[config.mk]
export PLATFORM = sky130hd
export DESIGN_NAME = cpu
export DESIGN_NICKNAME = d
export VERILOG_FILES = /design/src/verilog/cpu_pkg.sv /design/src/verilog/alu.sv /design/src/verilog/control_unit.sv /design/src/verilog/cpu.sv /design/src/verilog/inst_buffer.sv /design/src/verilog/register_file.sv
export VERILOG_INCLUDE_DIRS = /design/src /design/src/verilog
export SDC_FILE = /design/constraint.sdc
export NUM_CORES = 1
export LEC_CHECK = 0
export BUFFER_PORTS_ARGS = -buffer_cell sky130_fd_sc_hd__buf_2
export CAP_MARGIN = 20
export CELL_PAD_IN_SITES_DETAIL_PLACEMENT = 2
export CELL_PAD_IN_SITES_GLOBAL_PLACEMENT = 2
export CORE_ASPECT_RATIO = 1.4
export CORE_UTILIZATION = 44
export CTS_BUF_LIST = sky130_fd_sc_hd__clkbuf_8
export CTS_CLUSTER_DIAMETER = 30
export DETAILED_ROUTE_END_ITERATION = 6
export GPL_TIMING_DRIVEN = 0
export HOLD_SLACK_MARGIN = 0.02
export MAX_ROUTING_LAYER = met4
export PLACE_DENSITY_LB_ADDON = 0.12
export SLEW_MARGIN = 20
export SYNTH_ARGS = -nofsm -noshare
export SYNTH_HDL_FRONTEND = slang
export SYNTH_SLANG_ARGS = --single-unit
[constraint.sdc]
create_clock -name clk -period 5.9 [get_ports clk]
set_clock_uncertainty 0.15 [all_clocks]
set_input_delay 0.885 -clock clk [delete_from_list [all_inputs] [get_ports clk]]
set_output_delay 0.885 -clock clk [all_outputs]
set_load 0.02 [all_outputs]
[src/verilog/cpu_macros.svh]
`ifndef CPU_MACROS_SVH
`define CPU_MACROS_SVH

`define WORD_SIZE      16
`define REG_COUNT      4
`define REG_ADDR_SIZE  2
`define INST_BUF_DEPTH 4

// opcodes
`define OP_RTYPE 4'd15
`define OP_ADI   4'd4
`define OP_ORI   4'd5
`define OP_LHI   4'd6

// r-type function codes
`define FUNC_ADD 6'd0
`define FUNC_SUB 6'd1
`define FUNC_AND 6'd2
`define FUNC_ORR 6'd3
`define FUNC_NOT 6'd4
`define FUNC_TCP 6'd5
`define FUNC_SHL 6'd6
`define FUNC_SHR 6'd7
`define FUNC_WWD 6'd28
`define FUNC_HLT 6'd29

// alu selector
`define ALU_FUNC_SIZE 4
`define ALU_ADD 4'd0
`define ALU_SUB 4'd1
`define ALU_AND 4'd2
`define ALU_ORR 4'd3
`define ALU_NOT 4'd4
`define ALU_TCP 4'd5
`define ALU_SHL 4'd6
`define ALU_SHR 4'd7
`define ALU_IOR 4'd8    // immediate or
`define ALU_LHI 4'd9    // upper load

`endif

[src/verilog/cpu_pkg.sv]
`default_nettype none

`include "cpu_macros.svh"

package cpu_pkg;

    typedef struct packed {
        logic [3:0]                opcode;
        logic [`REG_ADDR_SIZE-1:0] rs;
        logic [`REG_ADDR_SIZE-1:0] rt;
        logic [`REG_ADDR_SIZE-1:0] rd;
        logic [5:0]                funct;
    } inst_r_t;

    typedef struct packed {
        logic [3:0]                opcode;
        logic [`REG_ADDR_SIZE-1:0] rs;
        logic [`REG_ADDR_SIZE-1:0] rt;
        logic [7:0]                imm;
    } inst_i_t;

    // one word in r-type or immediate layout
    typedef union packed {
        inst_r_t r;
        inst_i_t i;
    } inst_word_t;

endpackage

`default_nettype wire

[src/verilog/alu.sv]
`timescale 1ns/1ps
`default_nettype none

`include "cpu_macros.svh"

module alu (
    input  wire [`WORD_SIZE-1:0]     a,
    input  wire [`WORD_SIZE-1:0]     b,
    input  wire [`ALU_FUNC_SIZE-1:0] func,
    output logic [`WORD_SIZE-1:0]    result
);

    always_comb begin
        case (func)
            `ALU_ADD: result = a + b;
            `ALU_SUB: result = a - b;
            `ALU_AND: result = a & b;
            `ALU_ORR: result = a | b;
            `ALU_NOT: result = ~a;
            `ALU_TCP: result = -a;
            `ALU_SHL: result = a << 1;
            `ALU_SHR: result = {a[`WORD_SIZE-1], a[`WORD_SIZE-1:1]};    // keeps sign
            `ALU_IOR: result = a | b;
            `ALU_LHI: result = b << 8;
            default:  result = '0;
        endcase
    end

endmodule

`default_nettype wire

[src/verilog/control_unit.sv]
`timescale 1ns/1ps
`default_nettype none

`include "cpu_macros.svh"

module control_unit (
    input  wire cpu_pkg::inst_word_t      inst,
    output logic [`ALU_FUNC_SIZE-1:0]     alu_func,
    output logic                          alu_src_imm,
    output logic                          imm_zero_ext,
    output logic                          reg_write,
    output logic                          dest_is_rd,
    output logic                          wwd,
    output logic                          halt
);

    always_comb begin
        alu_func     = `ALU_ADD;
        alu_src_imm  = 1'b0;
        imm_zero_ext = 1'b0;
        reg_write    = 1'b0;
        dest_is_rd   = 1'b0;
        wwd          = 1'b0;
        halt         = 1'b0;

        case (inst.r.opcode)
            `OP_RTYPE: begin
                dest_is_rd = 1'b1;
                reg_write  = 1'b1;
                case (inst.r.funct)
                    `FUNC_ADD: alu_func = `ALU_ADD;
                    `FUNC_SUB: alu_func = `ALU_SUB;
                    `FUNC_AND: alu_func = `ALU_AND;
                    `FUNC_ORR: alu_func = `ALU_ORR;
                    `FUNC_NOT: alu_func = `ALU_NOT;
                    `FUNC_TCP: alu_func = `ALU_TCP;
                    `FUNC_SHL: alu_func = `ALU_SHL;
                    `FUNC_SHR: alu_func = `ALU_SHR;
                    `FUNC_WWD: begin
                        reg_write = 1'b0;
                        wwd       = 1'b1;
                    end
                    `FUNC_HLT: begin
                        reg_write = 1'b0;
                        halt      = 1'b1;
                    end
                    default: reg_write = 1'b0;    // unknown funct is a no-op
                endcase
            end
            `OP_ADI: begin
                alu_src_imm = 1'b1;
                reg_write   = 1'b1;
            end
            `OP_ORI: begin
                alu_func     = `ALU_IOR;
                alu_src_imm  = 1'b1;
                imm_zero_ext = 1'b1;
                reg_write    = 1'b1;
            end
            `OP_LHI: begin
                alu_func    = `ALU_LHI;
                alu_src_imm = 1'b1;
                reg_write   = 1'b1;
            end
            default: ;
        endcase
    end

endmodule

`default_nettype wire

[src/verilog/cpu.sv]
`timescale 1ns/1ps
`default_nettype none

`include "cpu_macros.svh"

module cpu (
    input  wire                      clk,
    input  wire                      reset_n,
    input  wire                      inst_valid,
    input  wire cpu_pkg::inst_word_t inst_data,
    output logic                     inst_credit,
    output logic [`WORD_SIZE-1:0]    output_port,
    output logic                     output_valid,
    output logic [`WORD_SIZE-1:0]    num_inst,
    output logic                     is_halted
);
    import cpu_pkg::*;

    logic       buf_pop;
    inst_word_t buf_data;
    logic       halt_now;

    // decode
    inst_word_t                dec_inst;
    logic                      dec_valid;
    logic [`ALU_FUNC_SIZE-1:0] dec_alu_func;
    logic                      dec_alu_src_imm, dec_imm_zero_ext, dec_reg_write;
    logic                      dec_dest_is_rd, dec_wwd, dec_halt;
    logic [`WORD_SIZE-1:0]     dec_rdata1, dec_rdata2, dec_imm;

    // execute
    logic                      ex_valid, ex_reg_write, ex_wwd, ex_halt;
    logic [`ALU_FUNC_SIZE-1:0] ex_alu_func;
    logic                      ex_alu_src_imm;
    logic [`WORD_SIZE-1:0]     ex_rdata1, ex_rdata2, ex_imm;
    logic [`REG_ADDR_SIZE-1:0] ex_rs, ex_rt, ex_dest;
    logic [`WORD_SIZE-1:0]     fwd_a, fwd_b, alu_b, alu_result;

    // writeback
    logic                      wb_valid, wb_reg_write, wb_wwd, wb_halt;
    logic [`WORD_SIZE-1:0]     wb_result, wb_wwd_value;
    logic [`REG_ADDR_SIZE-1:0] wb_dest;

    assign halt_now = wb_valid & wb_halt;

    inst_buffer i_inst_buffer (
        .clk       (clk),
        .reset_n   (reset_n),
        .push      (inst_valid),
        .push_data (inst_data),
        .halted    (is_halted | halt_now),    // no pop at the halting edge
        .pop       (buf_pop),
        .pop_data  (buf_data),
        .credit    (inst_credit)
    );

    ////////////////////////////////////////////////////////////////////////////
    // decode

    always_ff @(posedge clk) begin
        if (reset_n) dec_valid <= 1'b0;
        else         dec_valid <= buf_pop;
    end

    always_ff @(posedge clk) begin
        if (buf_pop) dec_inst <= buf_data;
    end

    control_unit i_control_unit (
        .inst         (dec_inst),
        .alu_func     (dec_alu_func),
        .alu_src_imm  (dec_alu_src_imm),
        .imm_zero_ext (dec_imm_zero_ext),
        .reg_write    (dec_reg_write),
        .dest_is_rd   (dec_dest_is_rd),
        .wwd          (dec_wwd),
        .halt         (dec_halt)
    );

    register_file i_register_file (
        .clk        (clk),
        .reset_n    (reset_n),
        .read_addr1 (dec_inst.r.rs),
        .read_addr2 (dec_inst.r.rt),
        .write_addr (wb_dest),
        .write_en   (wb_valid & wb_reg_write),
        .write_data (wb_result),
        .read_data1 (dec_rdata1),
        .read_data2 (dec_rdata2)
    );

    // zero extension only for ori
    assign dec_imm = dec_imm_zero_ext ? {8'h00, dec_inst.i.imm}
                                      : {{8{dec_inst.i.imm[7]}}, dec_inst.i.imm};

    always_ff @(posedge clk) begin
        if (reset_n) begin
            ex_valid     <= 1'b0;
            ex_reg_write <= 1'b0;
            ex_wwd       <= 1'b0;
            ex_halt      <= 1'b0;
        end else begin
            ex_valid     <= dec_valid & ~halt_now;
            ex_reg_write <= dec_reg_write;
            ex_wwd       <= dec_wwd;
            ex_halt      <= dec_halt;
        end
    end

    always_ff @(posedge clk) begin
        ex_rdata1      <= dec_rdata1;
        ex_rdata2      <= dec_rdata2;
        ex_imm         <= dec_imm;
        ex_alu_func    <= dec_alu_func;
        ex_alu_src_imm <= dec_alu_src_imm;
        ex_rs          <= dec_inst.r.rs;
        ex_rt          <= dec_inst.r.rt;
        ex_dest        <= dec_dest_is_rd ? dec_inst.r.rd : dec_inst.r.rt;
    end

    ////////////////////////////////////////////////////////////////////////////
    // execute

    // forward from writeback to the next instruction
    assign fwd_a = (wb_valid && wb_reg_write && wb_dest == ex_rs) ? wb_result : ex_rdata1;
    assign fwd_b = (wb_valid && wb_reg_write && wb_dest == ex_rt) ? wb_result : ex_rdata2;
    assign alu_b = ex_alu_src_imm ? ex_imm : fwd_b;

    alu i_alu (
        .a      (fwd_a),
        .b      (alu_b),
        .func   (ex_alu_func),
        .result (alu_result)
    );

    always_ff @(posedge clk) begin
        if (reset_n) begin
            wb_valid     <= 1'b0;
            wb_reg_write <= 1'b0;
            wb_wwd       <= 1'b0;
            wb_halt      <= 1'b0;
        end else begin
            wb_valid     <= ex_valid & ~halt_now;
            wb_reg_write <= ex_reg_write;
            wb_wwd       <= ex_wwd;
            wb_halt      <= ex_halt;
        end
    end

    always_ff @(posedge clk) begin
        wb_result    <= alu_result;
        wb_dest      <= ex_dest;
        wb_wwd_value <= fwd_a;
    end

    ////////////////////////////////////////////////////////////////////////////
    // writeback

    always_ff @(posedge clk) begin
        if (reset_n) begin
            num_inst     <= '0;
            output_port  <= '0;
            output_valid <= 1'b0;
            is_halted    <= 1'b0;
        end else begin
            output_valid <= wb_valid & wb_wwd;
            if (wb_valid) num_inst <= num_inst + 1'b1;
            if (wb_valid && wb_wwd) output_port <= wb_wwd_value;
            if (halt_now) is_halted <= 1'b1;    // sticky until reset
        end
    end

    assert property (@(posedge clk) disable iff (reset_n) is_halted |=> is_halted);

endmodule

`default_nettype wire

[src/verilog/inst_buffer.sv]
`timescale 1ns/1ps
`default_nettype none

`include "cpu_macros.svh"

module inst_buffer (
    input  wire                 clk,
    input  wire                 reset_n,
    input  wire                 push,
    input  wire cpu_pkg::inst_word_t push_data,
    input  wire                 halted,
    output logic                pop,
    output cpu_pkg::inst_word_t pop_data,
    output logic                credit
);
    import cpu_pkg::*;

    localparam int unsigned DEPTH = `INST_BUF_DEPTH;
    localparam int unsigned PTR_W = $clog2(DEPTH);

    inst_word_t       mem [DEPTH];
    logic [PTR_W-1:0] wr_ptr;
    logic [PTR_W-1:0] rd_ptr;
    logic [PTR_W:0]   count;

    assign pop      = (count != '0) && !halted;
    assign pop_data = mem[rd_ptr];

    always_ff @(posedge clk) begin
        if (push) mem[wr_ptr] <= push_data;
    end

    always_ff @(posedge clk) begin
        if (reset_n) begin
            wr_ptr <= '0;
            rd_ptr <= '0;
            count  <= '0;
            credit <= 1'b0;
        end else begin
            if (push) wr_ptr <= (wr_ptr == PTR_W'(DEPTH - 1)) ? '0 : wr_ptr + 1'b1;
            if (pop) rd_ptr <= (rd_ptr == PTR_W'(DEPTH - 1)) ? '0 : rd_ptr + 1'b1;
            case ({push, pop})
                2'b10:   count <= count + 1'b1;
                2'b01:   count <= count - 1'b1;
                default: count <= count;
            endcase
            credit <= pop;    // one credit back per pop
        end
    end

    // sender must hold a credit for every push
    assert property (@(posedge clk) disable iff (reset_n)
        !(push && count == (PTR_W + 1)'(DEPTH)));

    assert property (@(posedge clk) disable iff (reset_n)
        count <= (PTR_W + 1)'(DEPTH));

endmodule

`default_nettype wire

[src/verilog/register_file.sv]
`timescale 1ns/1ps
`default_nettype none

`include "cpu_macros.svh"

module register_file (
    input  wire                      clk,
    input  wire                      reset_n,
    input  wire [`REG_ADDR_SIZE-1:0] read_addr1,
    input  wire [`REG_ADDR_SIZE-1:0] read_addr2,
    input  wire [`REG_ADDR_SIZE-1:0] write_addr,
    input  wire                      write_en,
    input  wire [`WORD_SIZE-1:0]     write_data,
    output logic [`WORD_SIZE-1:0]    read_data1,
    output logic [`WORD_SIZE-1:0]    read_data2
);

    logic [`WORD_SIZE-1:0] regs [`REG_COUNT];

    always_ff @(posedge clk) begin
        if (reset_n) begin
            for (int i = 0; i < `REG_COUNT; i++) begin
                regs[i] <= '0;
            end
        end else if (write_en) begin
            regs[write_addr] <= write_data;
        end
    end

    // write-through on a same-cycle write
    assign read_data1 = (write_en && write_addr == read_addr1) ? write_data
                                                               : regs[read_addr1];
    assign read_data2 = (write_en && write_addr == read_addr2) ? write_data
                                                               : regs[read_addr2];

endmodule

`default_nettype wire
# After elaboration in Yosys (flattened, before gate mapping)
# Memories as Yosys holds them, arrays and structs flattened. A register that Yosys moved wholly into a read port is not among the register bits.
# Index checks and enable logic that the tools add are counted.
# word_totals
memories,2
reg_bits,136
in_bits,19
mem_bits_rw,128
out_inout_bits,35
# op_classes
n_eq_ne,30
n_reduce_logical,17
bitwise,11
n_addsub,8
n_mux,29
# mem_list
name,words,width,read_ports,rd_ports_with_merged_regs,wr,line_no,text
i_inst_buffer.mem,4,16,1,1,1,inst_buffer.sv:21,inst_word_t mem [DEPTH];
i_register_file.regs,4,16,2,0,4,register_file.sv:18,logic [`WORD_SIZE-1:0] regs [`REG_COUNT];
# op_table
operator,count
16-bit one-hot mux with 9 select lines,1
16-bit 2-to-1 mux,6
4-bit by 3-bit == test with 1-bit output (second input constant),7
6-bit by 3-bit == test with 1-bit output (second input constant),4
3-bit one-hot mux with 7 select lines,1
16-bit by 1-bit adder with 16-bit output (second input constant),1
16-bit adder,1
16-bit AND,1
16-bit negator,1
16-bit inverter,1
16-bit bitwise OR,1
16-bit OR reduction,1
16-bit subtractor,1
1-bit 2-to-1 mux,14
4-bit == test (second input constant),3
6-bit by 2-bit == test with 1-bit output (second input constant),2
6-bit by 5-bit == test with 1-bit output (second input constant),2
4-bit one-hot mux with 3 select lines,1
2-bit == test,4
4-bit by 2-bit == test with 1-bit output (second input constant),2
2-bit 2-to-1 mux,4
8-bit OR reduction,1
1-bit logical AND,7
2-bit == test (second input constant),3
other kinds (18),25

# Longest topological paths before layout
# Gate-level depths: netlist of run 1.
# logic_depth
ltp_word,6
depth_mapped,21
depth_no_buf,19

# By module
# From an unflattened synthesis of run 1, not the netlist that was laid out.
# hier_totals
hier_cells,1082
area_unflattened_um2,13626.8
# modules_own_cells
module,area_each_um2,n_inst,seq_area_each_um2,cells_each
cpu,4458.0,1,3062.9,366
register_file,3842.4,1,1921.8,221
inst_buffer,2826.5,1,2122.0,135
alu,2371.0,1,0.0,341
control_unit,128.9,1,0.0,19

# Worst setup path before layout of run 1
# OpenSTA, ideal clock, no wires.
# synth_path
kind,register to register
start,register wb_dest[1]
end,register wb_result[13]
path_buffers,2
slack_ns,1.722
synth_period_minus_slack_ns,4.178
path_stages_with_launch,16
arrival_time_ns,3.890
path_cell_list,dfxtp_1 > buf_4 > xor2_1 > nor3_2 > buf_2 > mux2i_1 > inv_1 > ha_1 > nor2b_1 > o31a_1 > o41ai_1 > o221ai_1 > o21ai_0 > nand2b_1 > xnor2_1 > o221ai_1
# synth_via
word_cells_on_any_way,14
cone_classes,add/sub (3); eq/ne (2); mux (4); bitwise (3); reduce/logical (2)
# synth_rtl
item,line_no,text
start: declaration,cpu.sv:42,logic [`REG_ADDR_SIZE-1:0] wb_dest;
start signal: assignment,cpu.sv:152,wb_dest <= ex_dest;
2-bit == test *,cpu.sv:125,assign fwd_a = (wb_valid && wb_reg_write && wb_dest == ex_rs) ? wb_result : ex_rdata1;
1-bit logical AND *,cpu.sv:125,
16-bit 2-to-1 mux *,cpu.sv:125,
via fwd_a[1],cpu.sv:37,"logic [`WORD_SIZE-1:0] fwd_a, fwd_b, alu_b, alu_result;"
"16-bit negator, or another cell as far along",alu.sv:20,`ALU_TCP: result = -a;
16-bit one-hot mux with 9 select lines *,alu.sv:14,case (func)
via alu_result[13],cpu.sv:37,
end signal: assignment,cpu.sv:151,wb_result <= alu_result;
end: declaration,cpu.sv:41,"logic [`WORD_SIZE-1:0] wb_result, wb_wwd_value;"
# Mark *: on every way through the listed nets, which the timed path passes. The rest lies on a longest branch.
# A chain may end at the register's enable or synchronous reset.

# Worst setup path after layout of run 1
# layout_path
start,register wb_dest[1]
end,register wb_result[15]
# layout_via
elab_chain_cells,6
word_cells_on_any_way,14
cone_classes,add/sub (3); eq/ne (2); mux (4); bitwise (3); reduce/logical (2)
# layout_rtl
item,line_no,text
2-bit == test,cpu.sv:126,assign fwd_b = (wb_valid && wb_reg_write && wb_dest == ex_rt) ? wb_result : ex_rdata2;
1-bit logical AND,cpu.sv:126,
16-bit 2-to-1 mux,cpu.sv:126,
16-bit 2-to-1 mux,cpu.sv:127,assign alu_b = ex_alu_src_imm ? ex_imm : fwd_b;
"16-bit subtractor, or another cell as far along",alu.sv:16,`ALU_SUB: result = a - b;
16-bit one-hot mux with 9 select lines *,alu.sv:14,
via alu_result[15],cpu.sv:37,
# Marks and branches as above.

==> results, run 1 <==
- The share of post-route cells with drive strength above 1 is 20.8%.
- The floorplan step defined a die boundary enclosing 0.0305 sq mm.
- The die width is 148 um.
- The critical path required time is 6250 ps.
- At the end of routability-driven placement, the weighted congestion stood at 0.916.
- The fraction of registers with async set or reset after synthesis is 0%.
- Ranked by total cell area, the synthesized netlist is headed by sky130_fd_sc_hd__edfxtp_1 33%, sky130_fd_sc_hd__dfxtp_1 21%, sky130_fd_sc_hd__mux4_2 8.2%.
- Clock latency on the worst-skew pair, taken at its later pin, is 620 ps.
- The initial antenna violation count is 0.
- The post-layout utilization of the core is 51.2%.
- The floorplan step defined a core boundary enclosing 0.0293 sq mm.
- The biggest area contributor in the post-synthesis netlist is sky130_fd_sc_hd__edfxtp_1.
- Setup violations remaining at the end of the flow were counted as 0.
- The total overflow left after global routing is 0.
- The CTS tree is done.
- The post-layout net count is 1246.
- For this design the ratio of total power to cell area is 602 mW/mm^2.
- Cell internal power was estimated by the tool at 5.16 mW.
- For the pin with the worst max-slew slack, the measured transition is 1090 ps.
- The share of total power in sequential cells is 31.5%.
- The worst hold path begins at ex_dest[1].
- The count of buffers added on input and output ports is 53.
- The violation count after the first detailed-route iteration is 376.
- For this run, the detailed router's first-pass iteration total came to 5.
- The signal on the critical path passes through buf_4 > xor2_4 > nor3_4 > o311ai_1 > inv_1 > ha_1 > nand2_1 > o21ai_0 > inv_1 > ha_1 > nor2b_1 > o31a_1 > o41ai_1 > o221ai_1 > nand3_1 > a21oi_1 > o21a_1 > o31ai_1.
- The total CTS buffers is 52.
- The net switching fraction of the power is 42.8%.
- The type of element capturing the critical path is a flop.
- The leakage component of the power is 5.59 nW.
- After detailed routing, the average wire length per cell comes to 24.8 um.
- The total count of max-transition violations in the final report is 0.
- In this run, post-CTS repair resized a total of 0 instances.
- The tree is rooted in a sky130_fd_sc_hd__clkbuf_8.
- The worst IR drop on VDD is 0.334 mV.
- 0 antenna diodes ended up in the layout.
- The delay of the slowest critical-path stage is 850 ps.
- The post-route fraction of the period consumed by the critical path is 93.4%.
- The clock network accounts for 21.3% of the total power.
- The fraction of synthesized cell area taken by the top area cell type is 33.0%.
- STA puts the critical path data arrival time at 5860 ps.
- The combined flip-flop and latch cell area is 0.00705 sq mm.
- Overall power consumption after layout is estimated at 9.02 mW.
- Summed over all nets, the switching power comes to 3.86 mW.
- The remaining antenna violation count is 0.
- The total of max-cap violations is 0.
- The library cell used most frequently in the layout, excluding fill and tap cells, is sky130_fd_sc_hd__edfxtp_1.
- The number of buffers inserted by hold repair at cts is 0.
- Pin placement for this block handled 54 I/O pins.
- Synthesis produced 1092 cells.
- The placement row count is 74.
- Setup repair after global routing left no endpoint under its margin.
- The routed layout has 9406 vias.
- The number of nets in the synthesized netlist is 1139.
- The worst setup path is launched from a flop.
- The headroom to the max-slew limit is 26.7%.
- In the layout the commonest cells are 144 x sky130_fd_sc_hd__edfxtp_1, 136 x sky130_fd_sc_hd__dfxtp_1, 79 x sky130_fd_sc_hd__nand2_1.
- Derived from the worst setup path, the maximum achievable clock frequency is 181 MHz.
- In this run, the combinational gates consume 47.2% of the power.
- The worst hold path belongs to the class reg -> reg.
- The clock tree buffer depth is 3.
- The pin count of the biggest net entering global routing is 19.
- The cell area that synthesis handed to floorplanning was 0.0131 sq mm.
- The area added between synthesis and finish is 14.2%.
- Setup total negative slack on the finished layout was measured at 0 ps.
- The number of synthesized register bits is 280.
- The smallest clock period supported by the final layout is computed as 5510 ps.
- The critical path class is reg -> reg.
- For this run, design rule violations remaining after detail routing come to 0.
- The run finished with clean final reports.
- In this run the worst setup path begins at wb_dest[1].
- The first global-routing pass estimated 62300 um of wire.
- Dividing the synthesized area by the synthesized cell count gives 12.0 sq um.
- The number of H-tree levels is 2.
- The overall die height is 206 um.
- The number of clock sinks is 280.
- Post-CTS timing repair inserted 0 buffers for setup.
- The HPWL reported at the end of detailed placement is 28600 um.
- The aggregate global-route resource usage is 28.4%.
- The cell type of the slowest stage on the worst timing path is sky130_fd_sc_hd__o311ai_1.
- The total area of multi-input combinational cells is 0.00575 sq mm.
- The detailed-route vias per instance is 5.80.
- The tightest hold margin is 185 ps.
- The count of unique library cells instantiated by Yosys is 80.
- The detailed-route wire length is 40300 um.
- The synthesized design contains 144 enable-type register cells.
- The number of global-route vias before repair was 10500.
- The filler cells instantiated in the layout total 2930.
- Clock-pin slew was measured on the worst setup and hold paths at 60 ps.
- The part of the Yosys area used for sequential elements is 53.7%.
- Along the worst path, the maximum fanout reaches 10.
- The startpoint of the lowest-slack register-to-register path is wb_dest[1].
- The number of warning messages in the yosys log is 0.
- The starting density of the core is 44.8%.
- The number of failing hold endpoints at the final stage came to 0.
- Among all flip-flop cells after synthesis, the most frequent one is sky130_fd_sc_hd__edfxtp_1.
==> through the flow <==
step           cells  instance area [sq um]  worst slack, ps
2_1_floorplan   1092                  13100             1720
3_3_place_gp    1525                  13900              348
5_1_grt         1623                  15000             21.0
3_5_place_dp    1525                  13900              212
6_report        1623                  15000              389
4_1_cts         1623                  15000              199
==> metal layers <==
metal  GRT usage (%)  vias to the layer above  routed length (um)
met1            30.4                     4821               15200
li1                -                     4285                   -
met3            3.66                       92                1190
met5               -                        -                   0
met4            13.0                        0                1520
met2            52.1                      208               22400
==> cells in the mapped netlist, drive strengths merged, types with 26 or more instances <==
cell / instances
inv: 31
nor3: 26
o21ai: 41
nand2: 80
dfxtp: 136
and2: 77
mux4: 48
xor2: 29
xnor2: 30
mux2: 38
a21oi: 50
clkbuf: 46
nor2: 64
ha: 26
edfxtp: 144
==> power groups by stage <==
stage / registers (mW) / logic (mW) / clock network, mW
floorplan: 2.72 / 2.92 / 0
global placement: 2.85 / 4.06 / 0
detailed placement: 2.87 / 4.19 / 0
CTS: 2.84 / 4.25 / 1.97
global route: 2.88 / 4.58 / 2.06
finish: 2.84 / 4.25 / 1.92
==> logic make-up (layout without fill, tap and decap cells) <==
| group | after synthesis | in the layout | share of synthesized area (%) |
|---|---|---|---|
| buf+inv | 90 | 241 | 2.67 |
| compound gates | 203 | 203 | 10.5 |
| simple gates | 324 | 324 | 12.8 |
| mux | 108 | 108 | 13.2 |
| fa+ha+maj | 28 | 28 | 2.79 |
| xor+xnor | 59 | 59 | 4.23 |
| flops | 280 | 280 | 53.7 |
==> worst paths after layout <==
check / end / slack, ps / cells after the start
worst min-delay path: wb_dest[1] / 180 / 0
worst max register to register: wb_result[15] / 390 / 18
worst max-delay path: wb_result[15] / 390 / 18
worst min register to register: wb_dest[1] / 180 / 0
==> final cells by class <==
class | instances | area share (%)
multi-input cells | 722 | 38.4
plain buffers | 59 | 1.57
flip-flops and latches | 280 | 47.1
well taps | 380 | 3.18
repair buffers | 53 | 1.77
inverters | 31 | 0.777
clock buffers | 55 | 5.06
clock inverters | 43 | 2.17
==> worst max-delay path: cells and delay by family (launching register included) <==
kind            cells  cell delay [ps]
buf+inv             3              520
xor+xnor            1              360
simple gates        4              560
compound gates      8             2860
flops               1              310
fa+ha+maj           2              620
==> registers in the layout, indices dropped and copies added, names as in the netlist, 3 cells and up <==
signal and flops:
ex_alu_func 4, output_port 16, wb_wwd_value 16, wb_result 16, i_register_file.regs 64, ex_rdata2 16
i_inst_buffer.count 3, i_inst_buffer.mem 64, num_inst 16, dec_inst 16, ex_rdata1 16, ex_imm 9
No activity file was read; power rests on OpenSTA's default activity.
==> run 2: changes to the inputs <==
--- a/config.mk
+++ b/config.mk
@@ -6,7 +6,7 @@
 export SDC_FILE = /design/constraint.sdc
 export NUM_CORES = 1
 export LEC_CHECK = 0
-export BUFFER_PORTS_ARGS = -buffer_cell sky130_fd_sc_hd__buf_2
+export BUFFER_PORTS_ARGS = -buffer_cell sky130_fd_sc_hd__buf_4
 export CAP_MARGIN = 20
 export CELL_PAD_IN_SITES_DETAIL_PLACEMENT = 2
 export CELL_PAD_IN_SITES_GLOBAL_PLACEMENT = 2
==> run 2 against run 1 <==
Combinational power barely moved. Utilization rose by 0.68 points. Count of clock-buffer cells in the layout stayed put. Setup slack improved by 79 ps. Sequential share of layout area is 0.61 points lower. Non-clock buffer count grew 1.
==> results, run 2 (same netlist as run 1, synthesis figures left out) <==
- The run finished with clean final reports.
- The clock period minus worst slack is 5430 ps.
- Buffers placed on the I/O ports in this run total 53.
- After filler insertion, the fill cell instance count of the layout stands at 2934.
- The worst hold path terminates at wb_dest[1].
- Of all nets on the critical path, the largest fanout is 10.
- The detailed-route wire length is 41000 um.
- Of the total power, the share spent switching nets is 42.5%.
- Once layout is complete, the cells apart from fillers number 1624.
- The number of global-route vias before repair is 10600.
- In the final timing run, aggregate negative setup slack is 0 ps.
- The count of unresolved DRC violations after routing is 0.
- The congestion estimate from routability-driven global placement came to 0.910.
- The tool flagged a number of max-cap violations equal to 0.
- Per report_power, the sequential group accounts for 31.2% of the total.
- The number of cells upsized or downsized after cts is 0.
- Data arrives at the worst endpoint at 5760 ps.
- The number of failing hold endpoints at the final stage is 0.
- STA classifies the critical path startpoint as a flop.
- CTS placed an instance of sky130_fd_sc_hd__clkbuf_8 at the clock tree root.
- The violation count after the first detailed-route iteration is 463.
- The endpoint identified for the worst register-to-register timing path is wb_result[15].
- Entering global routing, the biggest net connects 19 pins.
- Clock latency on the worst-skew pair, taken at its later pin, is 640 ps.
- The detail route stage leaves a number of antenna-violating nets equal to 0.
- The setup slack of the worst register-to-register path is 470 ps.
- In this run the power spent charging and discharging nets is 3.88 mW.
- The worst pin sits at a relative slew slack of 22.4%.
- The critical path required time is 6230 ps.
- Power spread over the standard cell area amounts to 602 mW/mm^2.
- The initial antenna violation count is 0.
- Setup repair after global routing left no endpoint under its margin.
- The post-layout net count is 1248.
- The worst hold path was traced through 0 stages.
- At the pin with the least slew margin, the transition time is 1160 ps.
- In this run the count of I/O pins placed on the die edge is 54.
- The die is 148 um wide.
- TritonCTS built the clock tree.
- The total grt overflow is 0.
- Dividing the detail-routed via count by the number of cells gives 5.81.
- The total count of max-transition violations in the final report is 0.
- Summing all multi-input logic gate instances after layout gives 0.00576 sq mm.
- The slack of the critical path is 468 ps.
- The startpoint of the lowest-slack register-to-register path is wb_reg_write.
- The length of the first detailed-routing pass in iterations is 7.
- The routed layout has 9438 vias.
- The commonest non-fill, non-tap cell in the layout is sky130_fd_sc_hd__edfxtp_1.
- The clock tree synthesis step divided the H-tree into 2 levels.
- The largest registers in the layout are i_inst_buffer.mem (64), i_register_file.regs (64).
- The critical path class is reg -> reg.
- Per report_power, the combinational group accounts for 46.7% of the total.
- Per report_power, the clock group accounts for 22.1% of the total.
- Post-CTS timing repair inserted 0 buffers for setup.
- The placed cell count is 1525.
- The first global-routing pass estimated 62500 um of wire.
- The area added between synthesis and finish is 15.7%.
- Timing would allow up to 184 MHz.
- The final-report setup violation count is 0.
- Across the VDD grid, the largest voltage drop is 0.230 mV.
- The logic depth of the worst register-to-register path is 19.
- The clock passes through at most 3 buffers.
- The register clock-pin slew on the reported worst setup and hold paths is 60 ps.
- The post-route fraction of the period consumed by the critical path is 92.1%.
- STA classifies the critical path endpoint as a flop.
- TritonCTS created 53 clock buffers.
- The overall die height is 206 um.
- The classification of the worst-slack hold path is reg -> reg.
- The internal portion of total power is 5.26 mW.
- The area enclosed by the die boundary is 0.0305 sq mm.
- For this configuration, the core starts out at a cell density of 44.8%.
- The total area inside the core boundary comes to 0.0293 sq mm.
- The post-layout utilization of the core is 51.9%.
- In the final layout, the share of cells above drive strength 1 is 20.7%.
- The HPWL reported at the end of detailed placement is 28800 um.
- Hold repair after CTS inserted 0 buffers.
- The post-placement setup slack is 268 ps.
- In this run the most critical hold path is launched from ex_dest[1].
- The number of clock sinks is 280.
- Leaving out fill and tap cells, the most frequent cells in the layout are 144 x sky130_fd_sc_hd__edfxtp_1, 136 x sky130_fd_sc_hd__dfxtp_1, 79 x sky130_fd_sc_hd__nand2_1.
- The detailed-route wire length per cell is 25.2 um.
- The placement row count is 74.
- The aggregate global-route resource usage is 28.6%.
- The combined flip-flop and latch cell area is 0.00705 sq mm.
- Hold timing on the final database bottoms out at a slack of 181 ps.
- The analysis attributes to cell leakage a power of 5.63 nW.
## run 2: cell types whose count changed in the layout (fill, tap and decap cells not counted), moves of 2 or more
cell | before | now
sky130_fd_sc_hd__inv_1 | 41 | 46
sky130_fd_sc_hd__inv_6 | 5 | 1
sky130_fd_sc_hd__clkinv_2 | 8 | 3
sky130_fd_sc_hd__clkinv_1 | 7 | 2
sky130_fd_sc_hd__clkinvlp_4 | 4 | 7
sky130_fd_sc_hd__bufinv_16 | 3 | 5
sky130_fd_sc_hd__buf_2 | 56 | 3
sky130_fd_sc_hd__clkinv_4 | 3 | 6
sky130_fd_sc_hd__nor3_2 | 5 | 3
sky130_fd_sc_hd__buf_4 | 2 | 55
## run 2: worst max-delay path: stages (launching register included)
cell and delay (ps):
sky130_fd_sc_hd__dfxtp_1 320, sky130_fd_sc_hd__nand2_1 130, sky130_fd_sc_hd__buf_1 290, sky130_fd_sc_hd__clkbuf_1 350, sky130_fd_sc_hd__o31ai_1 440, sky130_fd_sc_hd__a31o_2 320
sky130_fd_sc_hd__inv_1 120, sky130_fd_sc_hd__nor3_2 390, sky130_fd_sc_hd__a21o_1 230, sky130_fd_sc_hd__nand2_1 90, sky130_fd_sc_hd__o31a_1 300, sky130_fd_sc_hd__xnor2_1 130
sky130_fd_sc_hd__ha_1 340, sky130_fd_sc_hd__nand4_1 150, sky130_fd_sc_hd__or2_2 330, sky130_fd_sc_hd__o221ai_1 330, sky130_fd_sc_hd__nand3_1 140, sky130_fd_sc_hd__a21oi_1 310
sky130_fd_sc_hd__nor3_1 110, sky130_fd_sc_hd__o31ai_1 320
## run 2: layout make-up
| class | count | area share, % |
|---|---|---|
| antenna | 1 | 0.0165 |
| buffer | 59 | 1.54 |
| clock buffer | 55 | 4.99 |
| clock inverter | 42 | 2.43 |
| inverter | 31 | 0.767 |
| multi-input combinational | 722 | 38.0 |
| sequential | 280 | 46.4 |
| tap | 380 | 3.13 |
| timing repair buffer | 54 | 2.70 |
## run 2: per-stage QoR
stage / power (mW) / instance area, sq um
floorplan: 5.64 / 13100
global placement: 6.92 / 14000
detailed placement: 7.07 / 14000
CTS: 9.17 / 15100
global route: 9.61 / 15200
finish: 9.14 / 15200
## run 2: per-layer routing
layer  routed length [um]  track usage (%)  up-vias
met2                22600             52.7      232
li1                     -                -     4291
met5                    0                -        -
met4                 1760             14.0        0
met1                15300             29.7     4809
met3                 1320             3.93      106
## run 2: worst max path at each step
stage	start	endpoint	slack (ps)	cells after the start
2_1_floorplan	wb_dest[1]	wb_result[13]	1720	15
3_3_place_gp	wb_valid	wb_result[15]	360	19
3_5_place_dp	wb_reg_write	wb_result[15]	270	15
4_1_cts	wb_reg_write	wb_result[15]	210	15
5_1_grt	wb_reg_write	wb_result[15]	220	19
6_report	wb_reg_write	wb_result[15]	470	19
## run 2: power by group through the flow
stage	Clock (mW)	Combinational, mW	Sequential [mW]
2_1_floorplan	0	2.92	2.72
3_3_place_gp	0	4.07	2.85
3_5_place_dp	0	4.19	2.87
4_1_cts	2.07	4.25	2.85
5_1_grt	2.14	4.58	2.89
6_report	2.02	4.27	2.85
==> run 3: changes to the inputs <==
--- a/config.mk
+++ b/config.mk
@@ -18,7 +18,8 @@
 export GPL_TIMING_DRIVEN = 0
 export HOLD_SLACK_MARGIN = 0.02
 export MAX_ROUTING_LAYER = met4
-export PLACE_DENSITY_LB_ADDON = 0.12
+export PLACE_DENSITY = 0.85
+export SKIP_CTS_REPAIR_TIMING = 1
 export SLEW_MARGIN = 20
 export SYNTH_ARGS = -nofsm -noshare
 export SYNTH_HDL_FRONTEND = slang
==> run 3 against run 2 <==
Total power increased by 2.5%. First-iteration DRC count increased by 0.22%. Non-clock buffer count decreased by 1. Die area unchanged. Via count increased by 2.9%. Count of clock-buffer cells in the layout increased by 4. Clock power increased by 8%. Combinational power about the same. Flip-flop and latch count unchanged. Global-route usage increased by 3.2 points. Critical endpoint is now wb_result[12].
==> results, run 3 (same netlist as run 1, synthesis figures left out) <==
- The run finished with clean final reports.
- The switching power is 3.93 mW.
- The largest single stage delay on the critical path is 660 ps.
- Per report_power, the sequential group accounts for 31.0% of the total.
- The repair_antennas step left the layout with diodes totalling 0.
- Setup violations remaining at the end of the flow were counted as 0.
- The placement row count is 74.
- The count of nets left with antenna violations once routing finished came out at 0.
- The number of global-route vias before repair is 11200.
- The later pin in the worst-skew pair is clocked with a latency of 620 ps.
- Dividing the detail-routed wire length by the instance count gives 28.1 um.
- The number of fillers in the final layout is 2836.
- The startpoint type of the worst setup path is a flop.
- The worst IR drop on VDD is 0.234 mV.
- The summed area of non-filler cells in the final layout is 0.0153 sq mm.
- The count of unresolved DRC violations after routing is 0.
- The longest clock path from root to sink contains 3 buffers.
- 54 I/O pins were placed.
- The slew at the pin with the worst max-slew slack is 1080 ps.
- The aggregate global-route resource usage is 31.7%.
- The largest individual stage delay along the critical path comes from the cell sky130_fd_sc_hd__clkbuf_1.
- The area enclosed by the die boundary is 0.0305 sq mm.
- The combined flip-flop and latch cell area is 0.00705 sq mm.
- The largest registers in the layout are i_inst_buffer.mem (64), i_register_file.regs (64).
- Of the cells placed in the final design, the portion with a size suffix greater than 1 is 21.3%.
- The floorplan step set the die width to 148 um.
- The number of H-tree levels is 2.
- Together, buffers and inverters on the worst path number 2.
- Setup repair after global routing left no endpoint under its margin.
- The total CTS buffers is 51.
- The total negative slack for setup checks is 0 ps.
- The internal portion of the total power is 5.43 mW.
- Once detailed placement completed, the half-perimeter wirelength came to 31000 um.
- The first global-routing pass estimated 69500 um of wire.
- After the first detailed-routing iteration, the DRC count stood at 464.
- The worst path in the final design needs a cycle of 5520 ps, including I/O delays and setup.
- After detailed placement, the total cell area comes to 0.0140 sq mm.
- Clock tree synthesis found a total of 280 sinks.
- The initial utilization of the core area, before any placement, comes to 44.8%.
- Measured against its own limit, the worst slew margin works out to 27.2%.
- The total of max-cap violations is 0.
- STA classifies the critical path endpoint as a flop.
- The area added between synthesis and finish is 16.4%.
- The count of vias placed by the detailed router is 9709.
- The core region is 0.0293 sq mm.
- The count of buffers from port buffering is 53.
- The post-layout net count is 1245.
- The clock group share of total power is 23.3%.
- Data arrives at the worst endpoint at 5780 ps.
- The total grt overflow is 0.
- The critical path required time is 6170 ps.
- The post-layout utilization of the core is 52.1%.
- From bottom edge to top edge, the die measures 206 um.
- The total area of multi-input combinational cells is 0.00578 sq mm.
- In this design, the largest share of critical-path delay is due to compound AO/OA/AOI/OAI gates.
- The pin count of the biggest net entering global routing is 19.
- The number of failing hold endpoints at the final stage came to 0.
- The classification of the worst-slack hold path is reg -> reg.
- The final cell count without fillers is 1620.
- In the layout the commonest cells are 144 x sky130_fd_sc_hd__edfxtp_1, 136 x sky130_fd_sc_hd__dfxtp_1, 79 x sky130_fd_sc_hd__nand2_1.
- The buffer cell driving the clock tree root is sky130_fd_sc_hd__clkbuf_8.
- The initial antenna violation count is 0.
- The share of total power dissipated in combinational logic is 45.7%.
- The length of the first detailed-routing pass in iterations is 5.
- The register clock-pin slew on the reported worst setup and hold paths is 70 ps.
- The CTS tree is done.
- In this run the worst path has a maximum fanout of 10.
- Net switching is 42.0% of the power.
- At the end of routability-driven placement, the weighted congestion stood at 0.935.
- The worst setup path is of the reg -> reg kind.
- The leakage component of the power is 5.67 nW.
- The signal on the critical path passes through nand2_1 > buf_1 > clkbuf_1 > o31ai_1 > a31o_2 > ha_1 > nand2_1 > o21ai_0 > fa_1 > nor2b_1 > o21ai_0 > a21boi_0 > nor3_1 > o31a_1 > o21ai_0 > xnor2_1 > o221ai_1.
- The total count of max-transition violations in the final report is 0.
- The detailed-route vias per instance is 5.99.
- The commonest non-fill, non-tap cell in the layout is sky130_fd_sc_hd__edfxtp_1.
- In this design, the critical path's most frequently occurring cell is sky130_fd_sc_hd__o21ai_0.
- The placed cell count is 1525.
- In the finished design, the share of the clock period the worst path needs comes to 93.5%.
- The detailed-route wire length is 45600 um.
- For this design the ratio of total power to cell area is 614 mW/mm^2.
- The highest attainable clock frequency is 181 MHz.
-- run 3: changes by cell type in the layout (fill, tap and decap cells not counted), sizes merged --
cell      change
clkbuf        +4
buf           -1
clkinv        +2
inv           -8
diode         -1
bufinv        +3
clkinvlp      -3
-- run 3: power groups by stage --
stage	combinational (mW)	sequential (mW)	clock, mW
floorplan	2.92	2.72	0
global placement	3.90	2.84	0
detailed placement	4.06	2.89	0
CTS	4.21	2.89	2.21
global route	4.61	2.92	2.30
finish	4.28	2.90	2.18
-- run 3: metal layers --
layer	wire length [um]	vias up	track usage, %
li1	-	4277	-
met1	16800	4987	32.6
met2	25000	293	58.5
met3	1590	152	4.72
met4	2200	0	16.0
met5	0	-	-
-- run 3: layout make-up --
class / instances / area share [%]
sequential: 280 / 46.2
multi-input combinational: 722 / 37.9
clock buffer: 59 / 5.32
tap: 380 / 3.12
timing repair buffer: 53 / 2.61
clock inverter: 36 / 2.59
buffer: 59 / 1.53
inverter: 31 / 0.763
-- run 3: per-stage QoR --
stage | setup slack, ps | power [mW] | hold WS (ps)
CTS | -45.2 | 9.31 | 183
global placement | 79.4 | 6.74 | 161
global route | 122 | 9.83 | 197
finish | 385 | 9.36 | 181
detailed placement | 117 | 6.95 | 163
floorplan | 1720 | 5.64 | 160
-- run 3: worst paths after layout --
path                                   start       endpoint  slack [ps]  depth (start not counted)
worst min-delay path              ex_dest[1]     wb_dest[1]         180                          0
worst min register to register    ex_dest[1]     wb_dest[1]         180                          0
worst max register to register  wb_reg_write  wb_result[12]         380                         17
worst max-delay path            wb_reg_write  wb_result[12]         380                         17
